<file path="config.mk">
export PLATFORM = sky130hd
export DESIGN_NAME = intCore
export DESIGN_NICKNAME = d
export VERILOG_FILES = /design/src/verilog/corePkg.sv /design/src/verilog/regFile.sv /design/src/verilog/instrDecoder.sv /design/src/verilog/pipeReg.sv /design/src/verilog/execUnit.sv /design/src/verilog/hazardUnit.sv /design/src/verilog/intCore.sv
export SDC_FILE = /design/constraint.sdc
export NUM_CORES = 2
export LEC_CHECK = 0
export BUFFER_PORTS_ARGS = -buffer_cell sky130_fd_sc_hd__buf_2
export CAP_MARGIN = 20
export CORE_MARGIN = 2
export CORE_UTILIZATION = 41
export DETAILED_ROUTE_END_ITERATION = 6
export PLACE_DENSITY = 0.58
export SLEW_MARGIN = 10
export SYNTH_ARGS = -nofsm -noshare
export SYNTH_HDL_FRONTEND = slang
export SYNTH_SLANG_ARGS = --single-unit
</file>
<file path="constraint.sdc">
create_clock -name clk -period 8.65 [get_ports clk]
set_clock_uncertainty 0.15 [all_clocks]
set_input_delay 0.865 -clock clk [delete_from_list [all_inputs] [get_ports clk]]
set_output_delay 0.865 -clock clk [all_outputs]
set_load 0.05 [all_outputs]
</file>
<file path="src/verilog/corePkg.sv">
// integer core package
// word and register index widths, ALU and branch encodings,
// and the payloads carried by the two stage registers
package corePkg;

    localparam int dataWidth    = 32;
    localparam int regAddrWidth = 5;

    typedef enum logic [3:0] {
        aluAdd = 4'd0,
        aluSub = 4'd1,
        aluAnd = 4'd2,
        aluOr  = 4'd3,
        aluXor = 4'd4,
        aluSlt = 4'd5,
        aluSll = 4'd6,
        aluSrl = 4'd7,
        aluLui = 4'd8
    } aluOpE;

    typedef enum logic [1:0] {
        brNone = 2'd0,
        brEq   = 2'd1,
        brNe   = 2'd2
    } branchE;

    // decoded instruction held between ID and EXE
    typedef struct packed {
        logic                    valid;
        logic [dataWidth-1:0]    pc;
        logic [dataWidth-1:0]    busA;       // rs read data
        logic [dataWidth-1:0]    busB;       // rt read data
        logic [dataWidth-1:0]    imm32;      // already extended
        logic [4:0]              shamt;
        logic [regAddrWidth-1:0] rs;
        logic [regAddrWidth-1:0] rt;
        logic [regAddrWidth-1:0] dst;
        logic                    regWrite;
        aluOpE                   aluOp;
        logic                    aluSrcB;    // imm32 as operand B
        branchE                  branchKind;
    } idExPayloadT;

    // result held between EXE and WB
    typedef struct packed {
        logic                    valid;
        logic                    regWrite;
        logic [regAddrWidth-1:0] dst;
        logic [dataWidth-1:0]    result;
    } exWbPayloadT;

endpackage

</file>
<file path="src/verilog/regFile.sv">
// register file
// 32 general registers, two combinational read ports and one write port;
// a read of the register being written sees the new value, r0 reads zero
module regFile (
    input  logic                             clk,
    input  logic                             rstN,
    input  logic [corePkg::regAddrWidth-1:0] raddrA,
    input  logic [corePkg::regAddrWidth-1:0] raddrB,
    output logic [corePkg::dataWidth-1:0]    rdataA,
    output logic [corePkg::dataWidth-1:0]    rdataB,
    input  logic                             we,
    input  logic [corePkg::regAddrWidth-1:0] waddr,
    input  logic [corePkg::dataWidth-1:0]    wdata
);
    import corePkg::*;

    logic [dataWidth-1:0] regs [0:2**regAddrWidth-1];
    logic                 wrEn;

    assign wrEn = we && rstN && (waddr != '0); // r0 is never stored

    always_ff @(posedge clk) begin
        if (wrEn) begin
            regs[waddr] <= wdata;
        end
    end

    // write-through so WB and ID can share a cycle
    assign rdataA = (raddrA == '0)                 ? '0    :
                    (wrEn && (waddr == raddrA))    ? wdata :
                                                     regs[raddrA];

    assign rdataB = (raddrB == '0)                 ? '0    :
                    (wrEn && (waddr == raddrB))    ? wdata :
                                                     regs[raddrB];

endmodule

</file>
<file path="src/verilog/instrDecoder.sv">
// instruction decoder
// splits the instruction word into register indices and immediate,
// and picks the ALU op, operand B source, destination and branch kind;
// anything not recognised becomes a no-op that neither writes nor branches
module instrDecoder (
    input  logic [corePkg::dataWidth-1:0]    instr,
    output logic [corePkg::regAddrWidth-1:0] rs,
    output logic [corePkg::regAddrWidth-1:0] rt,
    output logic [corePkg::regAddrWidth-1:0] dst,
    output logic [corePkg::dataWidth-1:0]    imm32,
    output logic [4:0]                       shamt,
    output logic                             regWrite,
    output corePkg::aluOpE                   aluOp,
    output logic                             aluSrcB,
    output corePkg::branchE                  branchKind
);
    import corePkg::*;

    localparam logic [5:0] opSpecial = 6'h00;
    localparam logic [5:0] opBeq     = 6'h04;
    localparam logic [5:0] opBne     = 6'h05;
    localparam logic [5:0] opAddiu   = 6'h09;
    localparam logic [5:0] opOri     = 6'h0d;
    localparam logic [5:0] opLui     = 6'h0f;

    localparam logic [5:0] fnSll     = 6'h00;
    localparam logic [5:0] fnSrl     = 6'h02;
    localparam logic [5:0] fnAddu    = 6'h21;
    localparam logic [5:0] fnSubu    = 6'h23;
    localparam logic [5:0] fnAnd     = 6'h24;
    localparam logic [5:0] fnOr      = 6'h25;
    localparam logic [5:0] fnXor     = 6'h26;
    localparam logic [5:0] fnSlt     = 6'h2a;

    logic [5:0]              opcode;
    logic [5:0]              funct;
    logic [regAddrWidth-1:0] rd;
    logic [15:0]             imm16;
    logic                    writes;     // before the r0 check
    logic                    useRd;      // R-type destination
    logic                    signExt;

    assign opcode = instr[31:26];
    assign rs     = instr[25:21];
    assign rt     = instr[20:16];
    assign rd     = instr[15:11];
    assign shamt  = instr[10:6];
    assign funct  = instr[5:0];
    assign imm16  = instr[15:0];

    always_comb begin
        writes     = 1'b0;
        useRd      = 1'b0;
        signExt    = 1'b0;
        aluOp      = aluAdd;
        aluSrcB    = 1'b0;
        branchKind = brNone;
        case (opcode)
            opSpecial: begin
                useRd  = 1'b1;
                writes = 1'b1;
                case (funct)
                    fnAddu:  aluOp = aluAdd;
                    fnSubu:  aluOp = aluSub;
                    fnAnd:   aluOp = aluAnd;
                    fnOr:    aluOp = aluOr;
                    fnXor:   aluOp = aluXor;
                    fnSlt:   aluOp = aluSlt;
                    fnSll:   aluOp = aluSll;
                    fnSrl:   aluOp = aluSrl;
                    default: writes = 1'b0; // unknown funct
                endcase
            end
            opAddiu: begin
                writes  = 1'b1;
                signExt = 1'b1;
                aluSrcB = 1'b1;
            end
            opOri: begin
                writes  = 1'b1;
                aluSrcB = 1'b1;
                aluOp   = aluOr;
            end
            opLui: begin
                writes  = 1'b1;
                aluSrcB = 1'b1;
                aluOp   = aluLui;
            end
            opBeq: begin
                signExt    = 1'b1;
                branchKind = brEq;
            end
            opBne: begin
                signExt    = 1'b1;
                branchKind = brNe;
            end
            default: begin
                writes = 1'b0; // no-op
            end
        endcase
    end

    assign dst      = useRd ? rd : rt;
    assign regWrite = writes && (dst != '0); // writes to r0 are dropped here
    assign imm32    = signExt ? {{(dataWidth-16){imm16[15]}}, imm16}
                              : {{(dataWidth-16){1'b0}}, imm16};

endmodule

</file>
<file path="src/verilog/pipeReg.sv">
// pipeline stage register
// holds one stage payload of any packed type; reset clears it, and a
// flush loads an all-zero bubble in place of d on an advancing edge
module pipeReg #(
    parameter type payloadT = logic [31:0]
) (
    input  logic    clk,
    input  logic    rstN,
    input  logic    flush,
    input  logic    wr,
    input  payloadT d,
    output payloadT q
);

    always_ff @(posedge clk) begin
        if (!rstN) begin
            q <= '0;                 // valid field goes low
        end else if (wr) begin
            if (flush) begin
                q <= '0;             // squashed slot
            end else begin
                q <= d;
            end
        end
    end

    // while wr is low the stage holds, a pending flush waits with it

endmodule

</file>
<file path="src/verilog/execUnit.sv">
// execute stage
// picks forwarded or registered operands, runs the ALU and resolves
// branches with their target address
module execUnit (
    input  corePkg::idExPayloadT          idEx,
    input  logic                          fwdA,
    input  logic                          fwdB,
    input  logic [corePkg::dataWidth-1:0] fwdData,
    output logic [corePkg::dataWidth-1:0] result,
    output logic                          branchTaken,
    output logic [corePkg::dataWidth-1:0] branchTarget
);
    import corePkg::*;

    logic [dataWidth-1:0] opA;
    logic [dataWidth-1:0] opB;
    logic [dataWidth-1:0] aluB;
    logic                 sltBit;
    logic                 operandsEqual;

    assign opA  = fwdA ? fwdData : idEx.busA;   // WB bypass
    assign opB  = fwdB ? fwdData : idEx.busB;
    assign aluB = idEx.aluSrcB ? idEx.imm32 : opB;

    assign sltBit = $signed(opA) < $signed(aluB);

    always_comb begin
        case (idEx.aluOp)
            aluAdd:  result = opA + aluB;
            aluSub:  result = opA - aluB;
            aluAnd:  result = opA & aluB;
            aluOr:   result = opA | aluB;
            aluXor:  result = opA ^ aluB;
            aluSlt:  result = {{(dataWidth-1){1'b0}}, sltBit};
            aluSll:  result = aluB << idEx.shamt;  // shifts act on rt
            aluSrl:  result = aluB >> idEx.shamt;
            aluLui:  result = {aluB[15:0], {(dataWidth-16){1'b0}}};
            default: result = '0;
        endcase
    end

    // branches compare rs with rt, never the immediate
    assign operandsEqual = (opA == opB);

    always_comb begin
        case (idEx.branchKind)
            brEq:    branchTaken = idEx.valid && operandsEqual;
            brNe:    branchTaken = idEx.valid && !operandsEqual;
            default: branchTaken = 1'b0;
        endcase
    end

    // no delay slot, target is relative to pc + 4
    assign branchTarget = idEx.pc + dataWidth'(4)
                        + {idEx.imm32[dataWidth-3:0], 2'b00};

endmodule

</file>
<file path="src/verilog/hazardUnit.sv">
// hazard logic
// WB-to-EXE forwarding selects and the squash of the ID/EXE register
// when the branch in EXE is taken
module hazardUnit (
    input  logic [corePkg::regAddrWidth-1:0] exRs,
    input  logic [corePkg::regAddrWidth-1:0] exRt,
    input  logic [corePkg::regAddrWidth-1:0] wbDst,
    input  logic                             wbRegWrite,
    input  logic                             wbValid,
    input  logic                             branchTaken,
    output logic                             fwdA,
    output logic                             fwdB,
    output logic                             idExFlush
);

    logic wbWrites;

    // r0 is never a forwarding source
    assign wbWrites = wbValid && wbRegWrite && (wbDst != '0);

    assign fwdA = wbWrites && (wbDst == exRs);
    assign fwdB = wbWrites && (wbDst == exRt);

    // one younger instr sits in ID behind a taken branch
    assign idExFlush = branchTaken;

endmodule

</file>
<file path="src/verilog/intCore.sv">
// integer core top
// ID decode and register read, ID/EXE register, execute, EXE/WB register,
// with WB forwarding and branch squash; hold freezes every stage
module intCore (
    input  logic                             clk,
    input  logic                             rstN,
    input  logic [corePkg::dataWidth-1:0]    instr,
    input  logic [corePkg::dataWidth-1:0]    pc,
    input  logic                             instrValid,
    input  logic                             hold,
    output logic                             wbValid,
    output logic [corePkg::regAddrWidth-1:0] wbDst,
    output logic [corePkg::dataWidth-1:0]    wbData,
    output logic                             redirect,
    output logic [corePkg::dataWidth-1:0]    redirectPc
);
    import corePkg::*;

    logic [regAddrWidth-1:0] idRs;
    logic [regAddrWidth-1:0] idRt;
    logic [regAddrWidth-1:0] idDst;
    logic [dataWidth-1:0]    idImm32;
    logic [dataWidth-1:0]    idBusA;
    logic [dataWidth-1:0]    idBusB;
    logic [4:0]              idShamt;
    logic                    idRegWrite;
    logic                    idAluSrcB;
    aluOpE                   idAluOp;
    branchE                  idBranchKind;
    idExPayloadT             idExD;
    idExPayloadT             idExQ;
    exWbPayloadT             exWbD;
    exWbPayloadT             exWbQ;
    logic [dataWidth-1:0]    exResult;
    logic                    fwdA;
    logic                    fwdB;
    logic                    idExFlush;
    logic                    advance;

    assign advance = !hold;

    instrDecoder decoder_i (.instr(instr), .rs(idRs), .rt(idRt), .dst(idDst),
        .imm32(idImm32), .shamt(idShamt), .regWrite(idRegWrite), .aluOp(idAluOp),
        .aluSrcB(idAluSrcB), .branchKind(idBranchKind));

    regFile regFile_i (.clk(clk), .rstN(rstN), .raddrA(idRs), .raddrB(idRt),
        .rdataA(idBusA), .rdataB(idBusB), .we(wbValid && advance),
        .waddr(wbDst), .wdata(wbData));

    assign idExD = '{valid: instrValid, pc: pc, busA: idBusA, busB: idBusB,
                     imm32: idImm32, shamt: idShamt, rs: idRs, rt: idRt,
                     dst: idDst, regWrite: idRegWrite, aluOp: idAluOp,
                     aluSrcB: idAluSrcB, branchKind: idBranchKind};

    pipeReg #(.payloadT(idExPayloadT)) idExReg (.clk(clk), .rstN(rstN),
        .flush(idExFlush), .wr(advance), .d(idExD), .q(idExQ));

    execUnit exec_i (.idEx(idExQ), .fwdA(fwdA), .fwdB(fwdB), .fwdData(wbData),
        .result(exResult), .branchTaken(redirect), .branchTarget(redirectPc));

    hazardUnit hazard_i (.exRs(idExQ.rs), .exRt(idExQ.rt), .wbDst(exWbQ.dst),
        .wbRegWrite(exWbQ.regWrite), .wbValid(exWbQ.valid), .branchTaken(redirect),
        .fwdA(fwdA), .fwdB(fwdB), .idExFlush(idExFlush));

    assign exWbD = '{valid: idExQ.valid, regWrite: idExQ.regWrite,
                     dst: idExQ.dst, result: exResult};

    pipeReg #(.payloadT(exWbPayloadT)) exWbReg (.clk(clk), .rstN(rstN),
        .flush(1'b0), .wr(advance), .d(exWbD), .q(exWbQ));

    assign wbValid = exWbQ.valid && exWbQ.regWrite; // branches and no-ops drop out
    assign wbDst   = exWbQ.dst;
    assign wbData  = exWbQ.result;

endmodule

</file>
# Word level (Yosys, flattened, before mapping)
# Memories as Yosys holds them, arrays and structs flattened.
# Cells that the tools add are included.
[classes]
addsub = 4
n_lt_le_gt_ge = 1
n_eq_ne = 27
n_shift = 2
mux = 22
n_bitwise = 3
n_reduce_logical = 24
[op_table]
columns = ["cell", "n"]
rows = [
  ["32-bit one-hot mux with 9 select lines", 1],
  ["32-bit two-way mux", 8],
  ["157-bit two-way mux", 1],
  ["32-bit adder", 2],
  ["6-bit equality test, second input constant", 6],
  ["32-bit by 3-bit adder with 32-bit output, second input constant", 1],
  ["32-bit bitwise AND", 1],
  ["32-bit equality test", 1],
  ["32-bit < comparator", 1],
  ["32-bit OR", 1],
  ["32-bit by 5-bit << shifter with 32-bit output", 1],
  ["32-bit by 5-bit right shift with 32-bit output", 1],
  ["32-bit subtractor", 1],
  ["32-bit XOR", 1],
  ["3-bit one-hot mux with 7 select lines", 1],
  ["5-bit equality test", 4],
  ["6-bit by 4-bit equality test with 1-bit output, second input constant", 3],
  ["4-bit by 3-bit equality test with 1-bit output, second input constant", 4],
  ["6-bit by 3-bit equality test with 1-bit output, second input constant", 2],
  ["1-bit logical AND", 12],
  ["6-bit zero test", 2],
  ["4-bit one-hot mux with 3 select lines", 1],
  ["5-bit zero test", 2],
  ["5-bit nonzero test", 2],
  ["14 further kinds", 23],
]
[totals]
regBits = 196
mem_bits_rw = 1024
in_bits = 68
output_inout_bits = 71
elab_cells = 101
mem_count = 1
[mem_list]
columns = ["name", "depth", "word_bits", "rd", "rd_ports_with_merged_regs", "wr", "line", "rtl"]
rows = [
  ["regFile_i.regs", 32, 32, 2, 0, 1, "regFile.sv:17", "logic [dataWidth-1:0] regs [0:2**regAddrWidth-1];"],
]

# Logic depth before layout (Yosys ltp)
[logic_depth]
ltp_word = 9
ltp_mapped = 24
ltp_nobuf = 19

# Modules after synthesis
# A second synthesis with hierarchy kept.
[hier_totals]
hier_cells = 5296
area_unflattened_um2 = 68642.1
[by_module_without_submodules]
columns = ["module", "instances", "cells_each", "area_each_um2", "seq_area_each_um2"]
rows = [
  ["regFile", 1, 2654, 48047.3, 30749.5],
  ["execUnit", 1, 1657, 11701.2, 0.0],
  ["pipeReg at idExReg", 1, 698, 6453.7, 3143.0],
  ["pipeReg at exWbReg", 1, 174, 1565.3, 780.7],
  ["instrDecoder", 1, 92, 714.4, 0.0],
  ["hazardUnit", 1, 17, 137.6, 0.0],
  ["intCore", 1, 4, 22.5, 0.0],
]

# Worst setup path before layout
# OpenSTA, ideal clock, no wires.
[synth_path]
path_type = "register to register"
startpoint = "register exWbReg.q[32] in the netlist's numbering"
endpoint = "register exWbReg.q[28] in the netlist's numbering"
setup_ns = 0.129
t_arrival_ns = 5.557
required_time_ns = 8.371
slack_ns = 2.814
stages_incl_launch_ff = 23
n_path_buf = 5
period_less_slack_ns = 5.836
cell_sequence = "dfxtp_1 > buf_2 > xor2_1 > nor4_4 > nand2_2 > clkbuf_1 > clkbuf_1 > clkbuf_1 > clkbuf_1 > o21ai_0 > ha_1 > fa_1 > a211oi_1 > nor2_1 > o41ai_1 > o2111ai_1 > nand2_1 > o221ai_1 > o22a_1 > a31o_2 > a221o_1 > a2111oi_0 > o21ai_0"
[synth_between]
elab_chain_cells = 7
elab_cells_between_ends = 17
cone_classes = "add/sub: 2; eq/ne: 2; shift: 2; mux: 4; bitwise: 3; reduce/logical: 4"
[synth_lines]
columns = ["item", "line", "rtl"]
rows = [
  ["start: declaration", "pipeReg.sv:12", "output payloadT q"],
  ["start signal: assignment", "pipeReg.sv:17", "q <= '0;"],
  ["start signal: assignment", "pipeReg.sv:20", "q <= '0;"],
  ["start signal: assignment", "pipeReg.sv:22", "q <= d;"],
  ["5-bit nonzero test", "hazardUnit.sv:19", "assign wbWrites = wbValid && wbRegWrite && (wbDst != '0);"],
  ["1-bit logical AND", "hazardUnit.sv:19", ""],
  ["1-bit logical AND", "hazardUnit.sv:22", "assign fwdB = wbWrites && (wbDst == exRt);"],
  ["32-bit two-way mux", "execUnit.sv:22", "assign opB = fwdB ? fwdData : idEx.busB;"],
  ["32-bit two-way mux", "execUnit.sv:23", "assign aluB = idEx.aluSrcB ? idEx.imm32 : opB;"],
  ["32-bit subtractor (tied with other cells)", "execUnit.sv:30", "aluSub: result = opA - aluB;"],
  ["32-bit one-hot mux with 9 select lines (*)", "execUnit.sv:28", "case (idEx.aluOp)"],
]
# Mark *: on every way between the ends. The rest lies on a longest branch, timed or not.
# A chain may end at the register's enable or synchronous reset.

# Worst setup path after layout
[layout_path]
startpoint = "register exWbReg.q[34] in the netlist's numbering"
endpoint = "register exWbReg.q[28] in the netlist's numbering"
# The elaborated chain is that of the path after synthesis.

==> results.yml <==
run_status:
  outcome: "finished, violations left"
  violations: "DRC"
clocking:
  cts_tree: "done"
  cts_made_buffers: 135
  cts_setup_buffers: 0
  cts_sinks: 1200
  cts_resized: 0
  h-tree-depth: 4
  cts.clk_slew.worst_paths_ns: 0.06
  clock_latency_ns: 0.80
  ctsHoldBuffers: 0
  cts-root-buf: "clkbuf_16"
  cts_buffer_depth: 3
setup_path:
  crit_type: "reg2reg"
  required_ns: 9.15
  worstRegToRegCells: 18
  worst-path-max-fanout: 44
  cp-end-kind: "register"
  arrival_ns: 8.01
  start_kind: "register"
floorplan:
  chipWidth_um: 408
  pin_count: 139
  start_util: 0.412
  rows: 148
  fp.dieArea_mm2: 0.166
  fp.coreArea_mm2: 0.162
  die_h_um: 408
detailed_routing:
  drcViolationCount: 1
  via_per_inst: 6.56
  antenna_left: 0
  via_count: 48802
  routed_wl_mm: 245
  firstDrtPassIters: 7
  wire_per_inst_um: 33.0
  drtIter0Drc: 6807
yosys:
  yosys_most_used_dff: "edfxtp_1"
  ys_seq_area_frac: 0.512
  synth-edff-count: 1024
  ys_async_sr_fraction: 0
  syn_area_mm2: 0.0669
  yosysWarnings: 0
  syn_inst: 5078
  ys_types: 94
  syn_avg_cell_area_um2: 13.2
  ys_ff_latch: 1200
finish:
  final_cells: 7441
  drive_gt1_frac: 0.221
  utilization: 0.462
  syn_to_final_growth_pct: 12.1
  finalNetCount: 5385
timing:
  maxSlewViolCount: 0
  finalHoldViolations: 0
  whs_ns: 0.155
  rsz0062_at_grt: "false"
  tightest_slew_ns: 1.19
  post-route-min-period_ns: 7.50
  setup_tns_ns: 0
  setup_viol: 0
  maxSlewHeadroom: 0.203
  min_period_over_period: 0.867
  fmax_mhz: 133
global_routing:
  antenna_found_initial: 8
  grt_pass1_vias: 46944
  grt_max_degree: 114
  grt_overflow: 0
  grt_pass1_wl_mm: 349
  track_usage: 0.290
pwr:
  p_sw_uw: 3920
  power_density_mw_per_mm2: 190
  pwr-share-clk: 0.391
  p_leak_uw: 0.0262
  seqPwrFrac: 0.456
  combinationalPowerShare: 0.152
  intPower_uw: 10300
  p_sw_frac: 0.276
  power_uw: 14200
  worst_ir_drop_vdd_uv: 195
placement:
  gp_congestion: 1.07
  dpl.hpwl_mm: 162
  dpl.cell_count: 7195
  io_buffers: 138
worst_hold_path:
  hp-class: "in2reg"
  hold-path-cell-count: 3
flow_run:
  maxCapViolCount: 0
[cells in the final DEF, fill, tap and decap left out, types with 85 or more instances in the layout]
| master | n |
|---|---|
| edfxtp_1 | 1024 |
| mux4_2 | 559 |
| nand2_1 | 453 |
| nor2_1 | 262 |
| o21ai_0 | 236 |
| mux2i_1 | 218 |
| inv_1 | 202 |
| a21oi_1 | 200 |
| dfxtp_1 | 169 |
| ha_1 | 154 |
| buf_4 | 149 |
| clkbuf_16 | 141 |
| buf_2 | 133 |
| o21ai_1 | 110 |
| a221oi_1 | 97 |
| nand3_1 | 85 |
[per-layer routing]
layer | share of wire | track usage | up-vias | wire length [um]
met5 | 0.00029 | 0 | - | 70
met4 | 0.041 | 0.112 | 10 | 9950
met3 | 0.10 | 0.0655 | 489 | 25300
met2 | 0.45 | 0.443 | 2838 | 111000
met1 | 0.40 | 0.403 | 25104 | 99200
li1 | - | - | 20361 | -
[critical path: stages, from the launching register on]
cell	delay, ns
dfxtp_1	0.77
xor2_1	0.24
or4_1	0.78
buf_4	0.30
nor2_8	0.52
o311a_1	0.41
inv_1	0.16
ha_1	0.25
or2_2	0.31
o221ai_1	0.31
a21oi_1	0.22
o311ai_0	0.91
o211ai_1	0.33
a311oi_1	0.51
o21bai_1	0.16
a21oi_1	0.23
o221ai_1	0.14
a2111oi_0	0.52
o21ai_0	0.13
[path summary, 6_finish.rpt]
| check | startpoint | slack (ns) | endpoint |
|---|---|---|---|
| worst max-delay path | exWbReg.q[34]$_SDFFE_PN0N_ | 1.15 | exWbReg.q[28]$_SDFFE_PN0N_ |
| worst min register to register | idExReg.q[126]$_SDFFE_PN0N_ | 0.30 | idExReg.q[126]$_SDFFE_PN0N_ |
| worst max register to register | exWbReg.q[34]$_SDFFE_PN0N_ | 1.15 | exWbReg.q[28]$_SDFFE_PN0N_ |
| worst min-delay path | instr[6] | 0.15 | idExReg.q[23]$_SDFFE_PN0N_ |
[power groups by stage]
stage | logic (uW) | registers [uW] | clock network (uW)
global placement | 2110 | 6610 | 0
global route | 2290 | 6500 | 5880
CTS | 2120 | 6490 | 5650
floorplan | 1320 | 6670 | 0
detailed placement | 2110 | 6610 | 0
finish | 2170 | 6490 | 5570
[metrics by stage]
step	setup WS, ns	cell area (um2)
after floorplan	2.81	67000
after global placement	1.49	70400
after detailed placement	1.28	70700
after CTS	1.29	74900
after global routing	0.799	75000
final	1.15	75000
[Yosys cell counts, types with 56 or more instances]
master | number | area (um2)
nand2_1 | 453 | 1700
a31oi_1 | 75 | 469
ha_1 | 154 | 1930
mux2i_1 | 218 | 2180
clkbuf_1 | 277 | 1040
buf_1 | 75 | 282
inv_1 | 206 | 773
a21oi_1 | 200 | 1000
edfxtp_1 | 1024 | 30700
nor2_1 | 297 | 1110
nor3_1 | 56 | 280
mux4_2 | 559 | 12600
o21ai_0 | 236 | 1180
o21ai_1 | 110 | 551
dfxtp_1 | 176 | 3520
nand3_1 | 87 | 435
a221oi_1 | 97 | 850
[cell families after synthesis]
kind of cell | synth area share
flops | 0.512
compound gates | 0.115
simple gates | 0.0715
mux | 0.226
buf+inv | 0.0354
fa+ha+maj | 0.0297
xor+xnor | 0.0105
other cells | 0.0000561
[state kept, by name (all words and copies together), names as in the netlist]
name / cells
regFile_i.regs: 1024
idExReg.q: 137
exWbReg.q: 39
[area by class of cell]
cell class / instances / area (um2)
Sequential cell: 1200 / 34300
Timing Repair Buffer: 307 / 2310
Antenna cell: 4 / 10.0
Clock inverter: 54 / 448
Clock buffer: 185 / 3720
Multi-Input combinational cell: 3305 / 30700
Fill cell: 14357 / 87400
Inverter: 211 / 801
Tap cell: 2175 / 2720
Note: power is estimated with default switching activity, not from simulation.
